<file path="src/hdl/uart_cfg_pkg.sv">
// Line settings of the UART and the standard settings loaded after reset
// or after a failed negotiation

package uart_cfg_pkg;

  // ------------------------------
  // Field encodings
  // ------------------------------

  // Number of data bits in a character
  typedef enum logic [1:0] {
    DW_5BIT = 2'b00,
    DW_6BIT = 2'b01,
    DW_7BIT = 2'b10,
    DW_8BIT = 2'b11
  } data_width_e;

  // Parity added after the data bits, code 2'b11 is unused
  typedef enum logic [1:0] {
    PAR_EVEN = 2'b00,
    PAR_ODD  = 2'b01,
    PAR_NONE = 2'b10
  } parity_mode_e;

  // Stop bits closing a character
  typedef enum logic [1:0] {
    SB_1 = 2'b00,
    SB_2 = 2'b01
  } stop_bits_e;

  // ------------------------------
  // Complete line settings
  // ------------------------------

  // Field order matches the order of the configuration packets
  typedef struct packed {
    data_width_e  data_width;
    parity_mode_e parity_mode;
    stop_bits_e   stop_bits;
  } line_cfg_t;

  // 8 data bits, even parity and 1 stop bit
  localparam line_cfg_t STD_LINE_CFG = '{
    data_width:  DW_8BIT,
    parity_mode: PAR_EVEN,
    stop_bits:   SB_1
  };

endpackage

</file>
<file path="src/hdl/uart_proto_pkg.sv">
// Packet format and controller states of the link negotiation

package uart_proto_pkg;

  // Id field of a configuration packet, sent in this order
  typedef enum logic [1:0] {
    ID_DATA_WIDTH = 2'b00,
    ID_PARITY     = 2'b01,
    ID_STOP_BITS  = 2'b10,
    ID_END        = 2'b11
  } pkt_id_e;

  // Top nibble of every configuration packet
  // Bits 3 to 2 hold the id and bits 1 to 0 hold the option
  localparam logic [3:0] PKT_MARKER = 4'b1010;

  // Word the peer returns to accept a request or a packet
  localparam logic [7:0] ACK_PKT = 8'hFF;

  // Master-side negotiation states
  typedef enum logic [2:0] {
    ST_MAIN         = 3'd0,
    ST_LINE_REQ     = 3'd1,
    ST_WAIT_REQ_ACK = 3'd2,
    ST_SEND_PKT     = 3'd3,
    ST_WAIT_TX      = 3'd4,
    ST_WAIT_PKT_ACK = 3'd5
  } neg_state_e;

endpackage

</file>
<file path="src/hdl/cfg_ctrl_if.sv">
`timescale 1ns/1ps

// Link between the negotiation FSM and the line settings register
interface cfg_ctrl_if;

  // One-cycle strobes from the FSM
  logic capture;
  logic load_std;
  logic commit;

  // Settings held by the register
  uart_cfg_pkg::line_cfg_t pending_cfg;
  uart_cfg_pkg::line_cfg_t active_cfg;

  modport neg_mp (output capture, load_std, commit, input pending_cfg, active_cfg);

  modport reg_mp (input capture, load_std, commit, output pending_cfg, active_cfg);

endinterface

</file>
<file path="src/hdl/line_cfg_register.sv">
`timescale 1ns/1ps

// Holds the settings being negotiated and the settings the line runs with
module line_cfg_register (
  input  logic                    clk_i,
  input  logic                    rst_n_i,
  input  uart_cfg_pkg::line_cfg_t req_cfg_i,
  cfg_ctrl_if.reg_mp              cfg_bus,
  output uart_cfg_pkg::line_cfg_t active_cfg_o
);

  uart_cfg_pkg::line_cfg_t pending_q;
  uart_cfg_pkg::line_cfg_t active_q;

  // Snapshot of the CPU request taken when a negotiation starts
  // The packets are built from this copy, so the CPU may change its
  // request lines while the exchange is still running
  always_ff @(posedge clk_i) begin
    if (cfg_bus.capture) begin
      pending_q <= req_cfg_i;
    end
  end

  // Active settings start as standard and change only on a strobe
  always_ff @(posedge clk_i) begin
    if (!rst_n_i) begin
      active_q <= uart_cfg_pkg::STD_LINE_CFG;
    end else if (cfg_bus.load_std) begin
      active_q <= uart_cfg_pkg::STD_LINE_CFG;
    end else if (cfg_bus.commit) begin
      active_q <= pending_q;
    end
  end

  assign cfg_bus.pending_cfg = pending_q;
  assign cfg_bus.active_cfg  = active_q;
  assign active_cfg_o        = active_q;

  // ------------------------------
  // Assertions
  // ------------------------------

  // A negotiation either fails or completes, never both in one cycle
  a_load_commit_excl: assert property (
    @(posedge clk_i) disable iff (!rst_n_i)
    !(cfg_bus.load_std && cfg_bus.commit)
  ) else $error("line_cfg_register: load_std and commit high together");

endmodule

</file>
<file path="src/hdl/cfg_negotiator.sv">
`timescale 1ns/1ps

// Master side of the link negotiation
module cfg_negotiator #(
  parameter int TIMEOUT_CYCLES = 2_500_000,
  parameter int MAX_REQ_TRIES  = 3
) (
  input  logic       clk_i,
  input  logic       rst_n_i,
  input  logic       cfg_req_i,
  input  logic       std_cfg_i,
  input  logic       cpu_rx_read_i,
  input  logic       cpu_tx_write_i,
  input  logic [7:0] cpu_tx_data_i,
  input  logic       line_req_done_i,
  input  logic       tx_done_i,
  input  logic       rx_empty_i,
  input  logic [7:0] rx_data_i,
  cfg_ctrl_if.neg_mp cfg_bus,
  output logic       line_req_o,
  output logic       tx_write_o,
  output logic [7:0] tx_data_o,
  output logic       rx_read_o,
  output logic       cfg_done_o,
  output logic       cfg_fail_o
);

  // Counter widths hold the last count of a window and the try limit
  localparam int CNT_W = $clog2(TIMEOUT_CYCLES + 1);
  localparam int TRY_W = $clog2(MAX_REQ_TRIES + 1);

  uart_proto_pkg::neg_state_e state_q;
  uart_proto_pkg::neg_state_e state_d;
  logic [CNT_W-1:0]           win_cnt_q;
  logic [CNT_W-1:0]           win_cnt_d;
  logic [TRY_W-1:0]           try_cnt_q;
  logic [TRY_W-1:0]           try_cnt_d;
  uart_proto_pkg::pkt_id_e    phase_q;
  uart_proto_pkg::pkt_id_e    phase_d;
  logic                       ack_seen;
  logic                       win_expired;
  logic                       last_try;
  logic [1:0]                 pkt_option;
  logic [7:0]                 pkt_word;

  always_ff @(posedge clk_i) begin
    if (!rst_n_i) begin
      state_q   <= uart_proto_pkg::ST_MAIN;
      win_cnt_q <= '0;
      try_cnt_q <= '0;
      phase_q   <= uart_proto_pkg::ID_DATA_WIDTH;
    end else begin
      state_q   <= state_d;
      win_cnt_q <= win_cnt_d;
      try_cnt_q <= try_cnt_d;
      phase_q   <= phase_d;
    end
  end

  // An acknowledgement is only valid while the FIFO head holds a word
  assign ack_seen    = !rx_empty_i && (rx_data_i == uart_proto_pkg::ACK_PKT);
  assign win_expired = (win_cnt_q == CNT_W'(TIMEOUT_CYCLES - 1));
  assign last_try    = (try_cnt_q == TRY_W'(MAX_REQ_TRIES - 1));

  // ------------------------------
  // Packet assembly
  // ------------------------------

  // Option field follows the phase, the end packet carries zero
  always_comb begin
    case (phase_q)
      uart_proto_pkg::ID_DATA_WIDTH: pkt_option = cfg_bus.pending_cfg.data_width;
      uart_proto_pkg::ID_PARITY:     pkt_option = cfg_bus.pending_cfg.parity_mode;
      uart_proto_pkg::ID_STOP_BITS:  pkt_option = cfg_bus.pending_cfg.stop_bits;
      default:                       pkt_option = 2'b00;
    endcase
    pkt_word = {uart_proto_pkg::PKT_MARKER, phase_q, pkt_option};
  end

  // ------------------------------
  // Next state and outputs
  // ------------------------------

  always_comb begin
    state_d          = state_q;
    win_cnt_d        = '0;
    try_cnt_d        = try_cnt_q;
    phase_d          = phase_q;
    cfg_bus.capture  = 1'b0;
    cfg_bus.load_std = 1'b0;
    cfg_bus.commit   = 1'b0;
    line_req_o       = 1'b0;
    tx_write_o       = 1'b0;
    tx_data_o        = pkt_word;
    rx_read_o        = 1'b0;
    cfg_done_o       = 1'b0;
    cfg_fail_o       = 1'b0;

    case (state_q)
      // CPU owns both FIFOs while idle
      uart_proto_pkg::ST_MAIN: begin
        cfg_done_o = 1'b1;
        rx_read_o  = cpu_rx_read_i;
        tx_write_o = cpu_tx_write_i;
        tx_data_o  = cpu_tx_data_i;
        phase_d    = uart_proto_pkg::ID_DATA_WIDTH;
        try_cnt_d  = '0;
        if (cfg_req_i) begin
          cfg_bus.capture = 1'b1;
          state_d         = uart_proto_pkg::ST_LINE_REQ;
        end else if (std_cfg_i) begin
          cfg_bus.load_std = 1'b1;
        end
      end

      // Transmitter holds the line request until it reports completion
      uart_proto_pkg::ST_LINE_REQ: begin
        line_req_o = 1'b1;
        if (line_req_done_i) begin
          state_d = uart_proto_pkg::ST_WAIT_REQ_ACK;
        end
      end

      // Words other than the acknowledgement are popped and dropped
      uart_proto_pkg::ST_WAIT_REQ_ACK: begin
        win_cnt_d = win_cnt_q + 1'b1;
        rx_read_o = !rx_empty_i;
        if (ack_seen) begin
          state_d = uart_proto_pkg::ST_SEND_PKT;
        end else if (win_expired) begin
          if (last_try) begin
            cfg_bus.load_std = 1'b1;
            cfg_fail_o       = 1'b1;
            state_d          = uart_proto_pkg::ST_MAIN;
          end else begin
            try_cnt_d = try_cnt_q + 1'b1;
            state_d   = uart_proto_pkg::ST_LINE_REQ;
          end
        end
      end

      uart_proto_pkg::ST_SEND_PKT: begin
        tx_write_o = 1'b1;
        state_d    = uart_proto_pkg::ST_WAIT_TX;
      end

      uart_proto_pkg::ST_WAIT_TX: begin
        if (tx_done_i) begin
          state_d = uart_proto_pkg::ST_WAIT_PKT_ACK;
        end
      end

      // A single window per packet, no retry here
      uart_proto_pkg::ST_WAIT_PKT_ACK: begin
        win_cnt_d = win_cnt_q + 1'b1;
        rx_read_o = !rx_empty_i;
        if (ack_seen) begin
          if (phase_q == uart_proto_pkg::ID_END) begin
            cfg_bus.commit = 1'b1;
            state_d        = uart_proto_pkg::ST_MAIN;
          end else begin
            phase_d = uart_proto_pkg::pkt_id_e'(phase_q + 1'b1);
            state_d = uart_proto_pkg::ST_SEND_PKT;
          end
        end else if (win_expired) begin
          cfg_bus.load_std = 1'b1;
          cfg_fail_o       = 1'b1;
          state_d          = uart_proto_pkg::ST_MAIN;
        end
      end

      default: begin
        state_d = uart_proto_pkg::ST_MAIN;
      end
    endcase
  end

  // ------------------------------
  // Assertions
  // ------------------------------

  a_req_tx_excl: assert property (
    @(posedge clk_i) disable iff (!rst_n_i)
    !(line_req_o && tx_write_o)
  ) else $error("cfg_negotiator: line request and transmit write overlap");

  // Only the CPU pass-through may be active right after reset
  a_reset_idle: assert property (
    @(posedge clk_i)
    !rst_n_i |=> !line_req_o && !cfg_fail_o && cfg_done_o && !cfg_bus.commit &&
                 (tx_write_o == cpu_tx_write_i) && (rx_read_o == cpu_rx_read_i)
  ) else $error("cfg_negotiator: control outputs active after reset");

  // A failure returns to idle with the standard settings in the register
  a_fail_to_idle: assert property (
    @(posedge clk_i) disable iff (!rst_n_i)
    cfg_fail_o |=> (state_q == uart_proto_pkg::ST_MAIN) &&
                   (cfg_bus.active_cfg == uart_cfg_pkg::STD_LINE_CFG)
  ) else $error("cfg_negotiator: failure did not restore idle with standard settings");

endmodule

</file>
<file path="src/hdl/rx_error_unit.sv">
`timescale 1ns/1ps

// Parity check of each read word and sticky receive error flags
module rx_error_unit (
  input  logic                    clk_i,
  input  logic                    rst_n_i,
  input  uart_cfg_pkg::line_cfg_t active_cfg_i,
  input  logic                    rx_read_i,
  input  logic [7:0]              rx_data_i,
  input  logic                    rx_parity_i,
  input  logic                    frame_error_i,
  input  logic                    overrun_error_i,
  input  logic                    cfg_fail_i,
  input  logic                    irq_ack_i,
  output logic                    err_parity_o,
  output logic                    err_frame_o,
  output logic                    err_overrun_o,
  output logic                    err_config_o
);

  // Bit positions in the flag vector
  localparam int ERR_PARITY  = 0;
  localparam int ERR_FRAME   = 1;
  localparam int ERR_OVERRUN = 2;
  localparam int ERR_CONFIG  = 3;

  logic       data_xor;
  logic       exp_parity;
  logic       parity_bad;
  logic [3:0] cause;
  logic [3:0] flags_q;

  // XOR over the bits the active width actually carries
  always_comb begin
    case (active_cfg_i.data_width)
      uart_cfg_pkg::DW_5BIT: data_xor = ^rx_data_i[4:0];
      uart_cfg_pkg::DW_6BIT: data_xor = ^rx_data_i[5:0];
      uart_cfg_pkg::DW_7BIT: data_xor = ^rx_data_i[6:0];
      default:               data_xor = ^rx_data_i;
    endcase
  end

  // Odd mode adds a one so that the total count of ones is odd
  assign exp_parity = data_xor ^ (active_cfg_i.parity_mode == uart_cfg_pkg::PAR_ODD);
  assign parity_bad = rx_read_i && (active_cfg_i.parity_mode != uart_cfg_pkg::PAR_NONE) &&
                      (exp_parity != rx_parity_i);

  assign cause = {cfg_fail_i, overrun_error_i, frame_error_i, parity_bad};

  // Acknowledge clears everything while a cause in the same cycle still sets its flag
  always_ff @(posedge clk_i) begin
    if (!rst_n_i) begin
      flags_q <= '0;
    end else if (irq_ack_i) begin
      flags_q <= cause;
    end else begin
      flags_q <= flags_q | cause;
    end
  end

  assign err_parity_o  = flags_q[ERR_PARITY];
  assign err_frame_o   = flags_q[ERR_FRAME];
  assign err_overrun_o = flags_q[ERR_OVERRUN];
  assign err_config_o  = flags_q[ERR_CONFIG];

  // After an acknowledge a flag output may only be set by its own input strobe
  a_ack_clears: assert property (
    @(posedge clk_i) disable iff (!rst_n_i)
    irq_ack_i |=> (!err_parity_o || $past(rx_read_i)) &&
                  (!err_frame_o || $past(frame_error_i)) &&
                  (!err_overrun_o || $past(overrun_error_i)) &&
                  (!err_config_o || $past(cfg_fail_i))
  ) else $error("rx_error_unit: flag survived an interrupt acknowledge");

endmodule

</file>
<file path="src/hdl/uart_cfg_ctrl.sv">
`timescale 1ns/1ps

// Configuration controller of the self-configuring UART
module uart_cfg_ctrl #(
  parameter int TIMEOUT_CYCLES = 2_500_000,
  parameter int MAX_REQ_TRIES  = 3
) (
  input  logic                    clk_i,
  input  logic                    rst_n_i,
  // CPU side
  input  logic                    cfg_req_i,
  input  logic                    std_cfg_i,
  input  uart_cfg_pkg::line_cfg_t req_cfg_i,
  input  logic                    cpu_rx_read_i,
  input  logic                    cpu_tx_write_i,
  input  logic [7:0]              cpu_tx_data_i,
  // Transmitter and receiver side
  input  logic                    line_req_done_i,
  input  logic                    tx_done_i,
  input  logic                    rx_empty_i,
  input  logic [7:0]              rx_data_i,
  input  logic                    rx_parity_i,
  input  logic                    frame_error_i,
  input  logic                    overrun_error_i,
  input  logic                    irq_ack_i,
  output logic                    line_req_o,
  output logic                    tx_write_o,
  output logic [7:0]              tx_data_o,
  output logic                    rx_read_o,
  output logic                    cfg_done_o,
  output uart_cfg_pkg::line_cfg_t active_cfg_o,
  output logic                    err_parity_o,
  output logic                    err_frame_o,
  output logic                    err_overrun_o,
  output logic                    err_config_o
);

  logic cfg_fail;

  cfg_ctrl_if u_cfg_bus ();

  line_cfg_register u_line_cfg_register (
    .clk_i        (clk_i),
    .rst_n_i      (rst_n_i),
    .req_cfg_i    (req_cfg_i),
    .cfg_bus      (u_cfg_bus.reg_mp),
    .active_cfg_o (active_cfg_o)
  );

  cfg_negotiator #(
    .TIMEOUT_CYCLES (TIMEOUT_CYCLES),
    .MAX_REQ_TRIES  (MAX_REQ_TRIES)
  ) u_cfg_negotiator (
    .clk_i           (clk_i),
    .rst_n_i         (rst_n_i),
    .cfg_req_i       (cfg_req_i),
    .std_cfg_i       (std_cfg_i),
    .cpu_rx_read_i   (cpu_rx_read_i),
    .cpu_tx_write_i  (cpu_tx_write_i),
    .cpu_tx_data_i   (cpu_tx_data_i),
    .line_req_done_i (line_req_done_i),
    .tx_done_i       (tx_done_i),
    .rx_empty_i      (rx_empty_i),
    .rx_data_i       (rx_data_i),
    .cfg_bus         (u_cfg_bus.neg_mp),
    .line_req_o      (line_req_o),
    .tx_write_o      (tx_write_o),
    .tx_data_o       (tx_data_o),
    .rx_read_o       (rx_read_o),
    .cfg_done_o      (cfg_done_o),
    .cfg_fail_o      (cfg_fail)
  );

  // Every word popped from the receive FIFO goes through the parity check
  rx_error_unit u_rx_error_unit (
    .clk_i           (clk_i),
    .rst_n_i         (rst_n_i),
    .active_cfg_i    (active_cfg_o),
    .rx_read_i       (rx_read_o),
    .rx_data_i       (rx_data_i),
    .rx_parity_i     (rx_parity_i),
    .frame_error_i   (frame_error_i),
    .overrun_error_i (overrun_error_i),
    .cfg_fail_i      (cfg_fail),
    .irq_ack_i       (irq_ack_i),
    .err_parity_o    (err_parity_o),
    .err_frame_o     (err_frame_o),
    .err_overrun_o   (err_overrun_o),
    .err_config_o    (err_config_o)
  );

endmodule

</file>
<file path="config.mk">
export PLATFORM = sky130hd
export DESIGN_NAME = uart_cfg_ctrl
export DESIGN_NICKNAME = d
export VERILOG_FILES = /design/src/hdl/uart_cfg_pkg.sv /design/src/hdl/uart_proto_pkg.sv /design/src/hdl/cfg_ctrl_if.sv /design/src/hdl/line_cfg_register.sv /design/src/hdl/cfg_negotiator.sv /design/src/hdl/rx_error_unit.sv /design/src/hdl/uart_cfg_ctrl.sv
export SDC_FILE = /design/constraint.sdc
export NUM_CORES = 1
export LEC_CHECK = 0
export BUFFER_PORTS_ARGS = -buffer_cell sky130_fd_sc_hd__buf_2
export CORE_AREA = 2 2 74 76
export DETAILED_ROUTE_END_ITERATION = 6
export DIE_AREA = 0 0 76 78
export HOLD_SLACK_MARGIN = 0.12
export PLACE_DENSITY = 0.79
export SYNTH_ARGS = -nofsm -noshare
export SYNTH_HDL_FRONTEND = slang
export SYNTH_SLANG_ARGS = --single-unit
</file>
<file path="constraint.sdc">
create_clock -name clk_i -period 1.75 [get_ports clk_i]
set_input_delay 0.0875 -clock clk_i [delete_from_list [all_inputs] [get_ports clk_i]]
set_output_delay 0.0875 -clock clk_i [all_outputs]
set_load 0.005 [all_outputs]
</file>
==> metrics.yaml, run 1 <==
vdd_drop_max_mv: 0.726
layout_commonest_cell: "buf_2"
gr-total-overflow: 0
drive_above_1_share_pct: 32.2
cap_violations: 0
setup_slack_ps: -97.7
setup_violations: 10
vias: 2263
powerDensity_nw_per_um2: 759
arrival_ps: 2040
drcViolationCount: 0
fp.coreArea_sq_um: 5040
period_share_pct: 106
crit_fanout: 5
cts_buffers: 5
final_cell_mix: "56 x buf_2, 40 x nor2_1, 35 x dfxtp_1, 33 x buf_4, 21 x nand2_1"
grt_max_degree: 22
fin_cells: 437
yosys_warnings: 0
grt_pass1_wl_um: 9840
cts-root-buf: "clkbuf_8"
start_kind: "register"
rsz0062_at_grt: "true"
synth_top_cell_area_share_pct: 33.1
postSynthNetCount: 312
avgSynthCellArea_sq_um: 8.84
status: "finished, violations left"
synthToLayoutAreaGrowth_pct: 36.2
ys_seq_area_share_pct: 40.7
antenna_found_initial: 0
row_count: 26
die_h_um: 78
hpwl_um: 4050
synth_async_sr_flop_share_pct: 0
grt_busiest_layer: "met2"
finalPower_mw: 2.44
gp_congestion: 0.812
wirelength_um: 5840
placedCellCount: 417
synth_cells: 267
htree_levels: 2
grtUsageTotal_pct: 20.4
place_area_sq_um: 2930
synth_ff_type: "dfxtp_1"
diodes: 0
synth_top_area_cell: "dfxtp_1"
wl_per_cell_um: 13.4
portBuffers: 56
hold_ws_ps: 133
initial_core_util_pct: 46.8
p_leak_nw: 1.31
cts_max_path_buffers: 2
fmax_mhz: 541
synth_edf_count: 6
met1_usage_pct: 25.1
initialDrtViolationCount: 161
ioPinCount: 57
dp_worst_setup_slack_ps: -78.4
hold_class: "in -> reg"
fill_cells: 404
cts.sinks: 45
met3_usage_pct: 3.95
max_slew_margin_pct: 68.6
slew_violations: 0
design_area_sq_um: 3220
antenna_left: 0
grt_use_met2_pct: 35.7
ys_types: 46
cts.clk_slew.worst_paths_ps: 80
routed_via_density: 5.18
tightestPinTransition_ps: 465
nNetsFinal: 411
clock_skew_ps: 7.30
crit_required_ps: 1940
netlist_top_cells_area: "dfxtp_1 33%, edfxtp_1 7.6%, nor2_1 6.7%"
first_global_vias: 2209
path_class: "reg -> reg"
hold_viol_final: 0
failed_checks: "negative setup slack"
fin_crit_ps: 1850
cts_tree: "built"
die_x_um: 76
synth_seq_cells: 45
clk_latency_ps: 290
drt-pass1-iter-count: 4
synth_area_sq_um: 2360
die-area_sq_um: 5930
end_kind: "register"
path summary, 6_finish.rpt:
check	startpoint	endpoint	slack, ps	cells after the start
max reg2reg	u_cfg_negotiator.win_cnt_q[6]	u_cfg_negotiator.try_cnt_q[1]	-100	6
min	irq_ack_i	u_rx_error_unit.flags_q[0]	130	4
max	u_cfg_negotiator.win_cnt_q[6]	u_cfg_negotiator.try_cnt_q[1]	-100	6
min reg2reg	u_rx_error_unit.flags_q[0]	u_rx_error_unit.flags_q[0]	500	2
flip-flops by register name, summed over array words and instances, names as in the netlist:
register	cells
u_rx_error_unit.flags_q	4
u_line_cfg_register.active_cfg_o	6
u_cfg_negotiator.state_q	3
u_cfg_negotiator.win_cnt_q	22
u_cfg_negotiator.phase_q	2
u_cfg_negotiator.try_cnt_q	2
u_line_cfg_register.cfg_bus.pending_cfg	6
metal layers:
| metal | vias up | share of wire, % |
|---|---|---|
| met5 | - | 0 |
| met2 | 63 | 51 |
| met3 | 8 | 4.4 |
| li1 | 1139 | - |
| met1 | 1053 | 43 |
| met4 | 0 | 1.5 |
synth_stat cells, types with 7 or more instances:
library cell	instances
inv_1	10
dfxtp_1	39
xnor2_1	11
nand3_1	15
xor2_1	10
ha_1	10
nor2_1	42
mux2i_1	9
nand4_1	7
a21oi_1	9
nand2_1	22
layout make-up:
type,instances,area [sq um],share of cell area [%]
Timing Repair Buffer,99,633,19.7
Sequential cell,45,966,30.0
Inverter,10,37.5,1.17
Multi-Input combinational cell,205,1410,43.8
Clock buffer,7,76.3,2.37
Tap cell,70,87.6,2.72
Clock inverter,1,7.51,0.233
what timing repair did:
item / in CTS / in global routing
gates resized for setup: 5 / 17
endpoints found under the hold margin: 9 / 0
hold buffers: 9 / 0
setup endpoints to repair: 13 / 25
pin swaps: 1 / 3
setup buffers: 1 / 2
power by group:
group | internal, mW | total, mW | leakage (nW) | switching [mW]
clock network | 0.283 | 0.622 | 0.0385 | 0.339
registers | 1.10 | 1.14 | 0.374 | 0.0388
logic | 0.337 | 0.678 | 0.899 | 0.341
critical path, cell delays in order (launching register included):
cell and delay (ps):
dfxtp_1 320, or4_4 550, nor3_4 160, nand4_4 150, buf_4 180, a22o_2 220
o21a_1 180
per-stage QoR:
stage / util [%] / TNS [ps]
CTS: 62.2 / -504
finish: 63.8 / -673
detailed placement: 58.2 / -511
global route: 63.8 / -1700
global placement: 58.2 / -18.9
floorplan: - / -11.1
cells by family after synthesis:
kind of cell | Yosys count | synth area share, %
compound gates | 33 | 9.43
buf+inv | 17 | 2.76
flops | 45 | 40.7
fa+ha+maj | 10 | 5.30
mux | 10 | 4.29
xor+xnor | 23 | 9.70
simple gates | 129 | 27.8
Note: power is estimated with default switching activity, not from simulation.
==> run 2, diff against run 1 <==
- CORE_AREA: 2 2 74 76 -> 2 2 92 94
- DIE_AREA: 0 0 76 78 -> 0 0 94 96
- PLACE_DENSITY: 0.79 -> 0.57
- SETUP_SLACK_MARGIN: default -> 0.3
==> run 2 against run 1 <==
Against the previous run:
- combinational power grew 45%
- the flow still finishes with violations (negative setup slack)
- fmax increased by 4.8%
- critical endpoint unchanged
- power increased by 19%
- clock-buffer cell count shrank 1
- worst hold slack got worse by 13 ps
==> metrics.yaml, run 2 (synthesis results as in run 1) <==
cts_buffers: 5
grt_pass1_wl_um: 10500
cts.clk_slew.worst_paths_ps: 80
period_share_pct: 101
gr-total-overflow: 0
finalPower_mw: 2.89
die-area_sq_um: 9020
fin_cells: 480
antenna_found_initial: 0
powerDensity_nw_per_um2: 780
final_cell_mix: "53 x buf_2, 36 x nor2_1, 31 x buf_4, 26 x dfxtp_1, 14 x nand2_1"
setup_violations: 2
max_slew_margin_pct: 68.8
arrival_ps: 1960
hold_viol_final: 0
layout_commonest_cell: "buf_2"
grt_max_degree: 22
start_kind: "register"
hold_ws_ps: 120
hold_class: "in -> reg"
row_count: 33
cts.sinks: 45
cts_tree: "built"
slew_violations: 0
final_util_pct: 46.1
initialDrtViolationCount: 108
gp_congestion: 0.878
tightestPinTransition_ps: 461
initial_core_util_pct: 29.3
portBuffers: 56
cp-startpoint: "u_cfg_negotiator.win_cnt_q[6]"
rsz0062_at_grt: "true"
regMostFlops: "u_cfg_negotiator.win_cnt_q"
cts_max_path_buffers: 2
nNetsFinal: 419
worstHoldStart: "rst_n_i"
fill_cells: 743
htree_levels: 2
setup_slack_ps: -12.8
diodes: 0
clk_latency_ps: 300
grtUsageTotal_pct: 14.6
cap_violations: 0
routed_via_density: 4.79
synthToLayoutAreaGrowth_pct: 57.1
wirelength_um: 6520
end_kind: "register"
status: "finished, violations left"
crit_fanout: 7
largest_register_ffs: 22
clock_skew_ps: 2.55
wl_per_cell_um: 13.6
vias: 2301
drive_above_1_share_pct: 46.1
placedCellCount: 450
fmax_mhz: 567
drcViolationCount: 0
cts-root-buf: "clkbuf_8"
ioPinCount: 57
fin_crit_ps: 1760
path_class: "reg -> reg"
vdd_drop_max_mv: 0.442
fp.coreArea_sq_um: 8050
drt-pass1-iter-count: 4
crit_required_ps: 1950
die_h_um: 96
failed_checks: "negative setup slack"
first_global_vias: 2232
reg2reg_from: "u_cfg_negotiator.win_cnt_q[6]"
die_x_um: 94
hpwl_um: 4350
antenna_left: 0
p_leak_nw: 1.52
run 2: changes by cell type in the layout (fill, tap and decap cells not counted), sizes merged:
cell / delta
clkinvlp: -1
clkbuf: -1
clkinv: +1
buf: +8
bufinv: +1
run 2: what timing repair did:
item,4_1_cts,5_1_grt
endpoints found under the setup margin,52,45
endpoints found under the hold margin,10,0
pin swaps,28,16
cloned,1,0
setup buffers,6,6
resized for setup,75,25
hold buffers,9,0
run 2: report_power, final:
| group | switching (mW) | leakage [nW] | internal, mW |
|---|---|---|---|
| Clock | 0.356 | 0.0528 | 0.422 |
| Sequential | 0.0360 | 0.379 | 1.10 |
| Combinational | 0.473 | 1.08 | 0.509 |
| Total | 0.864 | 1.52 | 2.03 |
run 2: metal layers:
metal | wire length [um] | vias to the layer above | track usage, %
met5 | 0 | - | 0
met4 | 128 | 0 | 5.68
met3 | 210 | 11 | 2.74
met2 | 3250 | 51 | 25.3
met1 | 2930 | 1085 | 18.1
li1 | - | 1154 | -
run 2: layout make-up:
cell class,count,area [sq um],area share [%]
Clock inverter,2,33.8,0.911
Clock buffer,6,72.6,1.96
Sequential cell,45,982,26.5
Timing Repair Buffer,107,754,20.3
Multi-Input combinational cell,205,1690,45.5
Tap cell,105,131,3.54
Inverter,10,47.5,1.28
run 2: worst max-delay path, cell delays in order (launching register included):
cell and delay [ps]:
dfxtp_2 330, or4_4 540, nor3_4 130, nand4_2 120
buf_6 180, a22o_4 210, o21a_1 160
run 2: path summary, 6_finish.rpt:
| path | to | slack [ps] | cells after the start |
|---|---|---|---|
| setup reg to reg | u_cfg_negotiator.try_cnt_q[1] | -10 | 6 |
| hold reg to reg | u_rx_error_unit.flags_q[2] | 490 | 2 |
| hold / removal | u_cfg_negotiator.state_q[0] | 120 | 3 |
| setup / recovery | u_cfg_negotiator.try_cnt_q[1] | -10 | 6 |
run 2: per-stage QoR:
step,setup WS [ps],instance area [sq um],TNS [ps]
after global placement,-24.0,3030,-46.9
after floorplan,-7.63,2430,-7.63
after detailed placement,-65.0,3030,-136
after CTS,-12.9,3540,-30.6
final,-12.8,3710,-16.4
after global routing,-115,3710,-735
==> run 3, diff against run 2 <==
- CORE_AREA: 2 2 92 94 -> 2 2 74 76
- CTS_CLUSTER_DIAMETER: default -> 200
- DIE_AREA: 0 0 94 96 -> 0 0 76 78
- PLACE_DENSITY: 0.57 -> 0.79
- clock period: 1.75 -> 1.6 ns (I/O delays scaled with it)
==> run 3 against run 2 <==
Against the previous run:
- the flow still finishes with violations (negative setup slack)
- sequential cell count is the same
- fmax shrank 14%
- wire length grew 59%
- critical path depth shrank 1
- worst setup slack lost 450 ps
- sequential share of layout area shrank 3.7 points
- power grew 16%
- cell area grew 16%
- register-to-register slack lost 450 ps
- clock power shrank 5.1%
- clock-buffer cell count is the same
- sequential power grew 9%
==> metrics.yaml, run 3 (synthesis results as in run 1) <==
hold_class: "in -> reg"
fmax_mhz: 486
dp_worst_setup_slack_ps: -276
die_h_um: 78
crit_fanout: 4
place_area_sq_um: 3170
clock_skew_ps: 9.10
tightestPinTransition_ps: 579
regMostFlops: "u_cfg_negotiator.win_cnt_q"
cpPeakStageDelay_ps: 570
ioPinCount: 57
powerDensity_nw_per_um2: 780
drive_above_1_share_pct: 59.4
cap_violations: 0
hpwl_um: 4430
wl_per_cell_um: 21.3
grt_max_degree: 22
final_cell_mix: "50 x buf_4, 49 x buf_2, 35 x buf_6, 25 x dfxtp_1, 24 x nor2_1"
antenna_found_initial: 0
crit_required_ps: 1830
die_x_um: 76
row_count: 26
synthToLayoutAreaGrowth_pct: 82.9
initial_core_util_pct: 46.8
clk_latency_ps: 310
fin_crit_ps: 2060
drt-pass1-iter-count: 5
die-area_sq_um: 5930
rsz0062_at_grt: "true"
first_global_vias: 2707
path_class: "reg -> reg"
drcViolationCount: 0
hold_viol_final: 0
arrival_ps: 2290
start_kind: "register"
failed_checks: "negative setup slack"
htree_levels: 2
status: "finished, violations left"
cts_max_path_buffers: 2
p_leak_nw: 1.84
cts_tree: "built"
finalPower_mw: 3.37
initialDrtViolationCount: 231
cts_buffers: 5
hold_ws_ps: 134
fp.coreArea_sq_um: 5040
wirelength_um: 10400
diodes: 0
design_area_sq_um: 4320
period_share_pct: 129
worst_path_max_delay_cell: "or4_4"
portBuffers: 56
cts-root-buf: "clkbuf_8"
setup_violations: 30
nNetsFinal: 460
fill_cells: 219
antenna_left: 0
setup_slack_ps: -459
largest_register_ffs: 22
crit_chain: "or4_4 -> nor3_4 -> nand4_4 -> or4_1 -> a21oi_1"
gr-total-overflow: 0
cts.clk_slew.worst_paths_ps: 90
multiInputGateArea_sq_um: 1910
cts.sinks: 45
end_kind: "register"
r2r_slack_ps: -460
grt_pass1_wl_um: 12900
regArea_sq_um: 983
max_slew_margin_pct: 61.3
grtUsageTotal_pct: 27.8
vias: 2884
slew_violations: 0
vdd_drop_max_mv: 0.688
gp_congestion: 0.899
routed_via_density: 5.93
layout_commonest_cell: "buf_4"
==> run 3: changes by cell type in the layout (fill, tap and decap cells not counted), sizes merged <==
cell      before  now
clkinv         1    0
clkbuf         6    8
bufinv         1    0
clkinvlp       0    2
buf           98  137
==> run 3: final timing paths <==
check / start / endpoint / cells after the start
setup / recovery: u_cfg_negotiator.win_cnt_q[6] / u_cfg_negotiator.try_cnt_q[0] / 5
hold / removal: irq_ack_i / u_rx_error_unit.flags_q[0] / 4
setup reg to reg: u_cfg_negotiator.win_cnt_q[6] / u_cfg_negotiator.try_cnt_q[0] / 5
hold reg to reg: u_rx_error_unit.flags_q[0] / u_rx_error_unit.flags_q[0] / 2
==> run 3: per-stage QoR <==
stage	std cells	util, %	TNS, ps
2_1_floorplan	267	-	-701
3_3_place_gp	431	62.9	-1740
3_5_place_dp	431	62.9	-2940
4_1_cts	463	75.6	-1830
5_1_grt	486	85.7	-6040
6_report	486	85.7	-4630
==> run 3: timing repair <==
| item | in CTS | in global routing |
|---|---|---|
| gates cloned | 1 | 2 |
| resized for setup | 89 | 68 |
| endpoints found under the hold margin | 9 | 0 |
| endpoints found under the setup margin | 48 | 54 |
| pin swaps | 40 | 36 |
| buffers inserted | 14 | 21 |
| hold buffers | 9 | 0 |
==> run 3: worst max-delay path, delay by kind of cell (launching register included) <==
| family | cells | cell delay [ps] |
|---|---|---|
| flops | 1 | 350 |
| compound gates | 1 | 230 |
| simple gates | 4 | 1410 |
==> run 3: cell type report <==
cell class | instances | share of cell area (%)
clock buffer | 6 | 1.68
clock inverter | 2 | 0.348
inverter | 10 | 0.985
multi-input combinational | 205 | 44.3
sequential | 45 | 22.8
tap | 70 | 2.03
timing repair buffer | 148 | 27.9
==> run 3: routing by layer <==
layer	GRT usage (%)	up-vias	routed length, um	share of wire [%]
met5	0	-	0	0
met4	12.4	0	501	4.8
met3	5.58	46	727	7.0
met2	52.7	187	5310	51
met1	30.0	1413	3830	37
li1	-	1238	-	-
==> run 3: power by group <==
part | internal [mW] | switching, mW | total [mW]
Combinational | 0.732 | 0.664 | 1.40
Sequential | 1.20 | 0.0331 | 1.23
Clock | 0.309 | 0.430 | 0.738
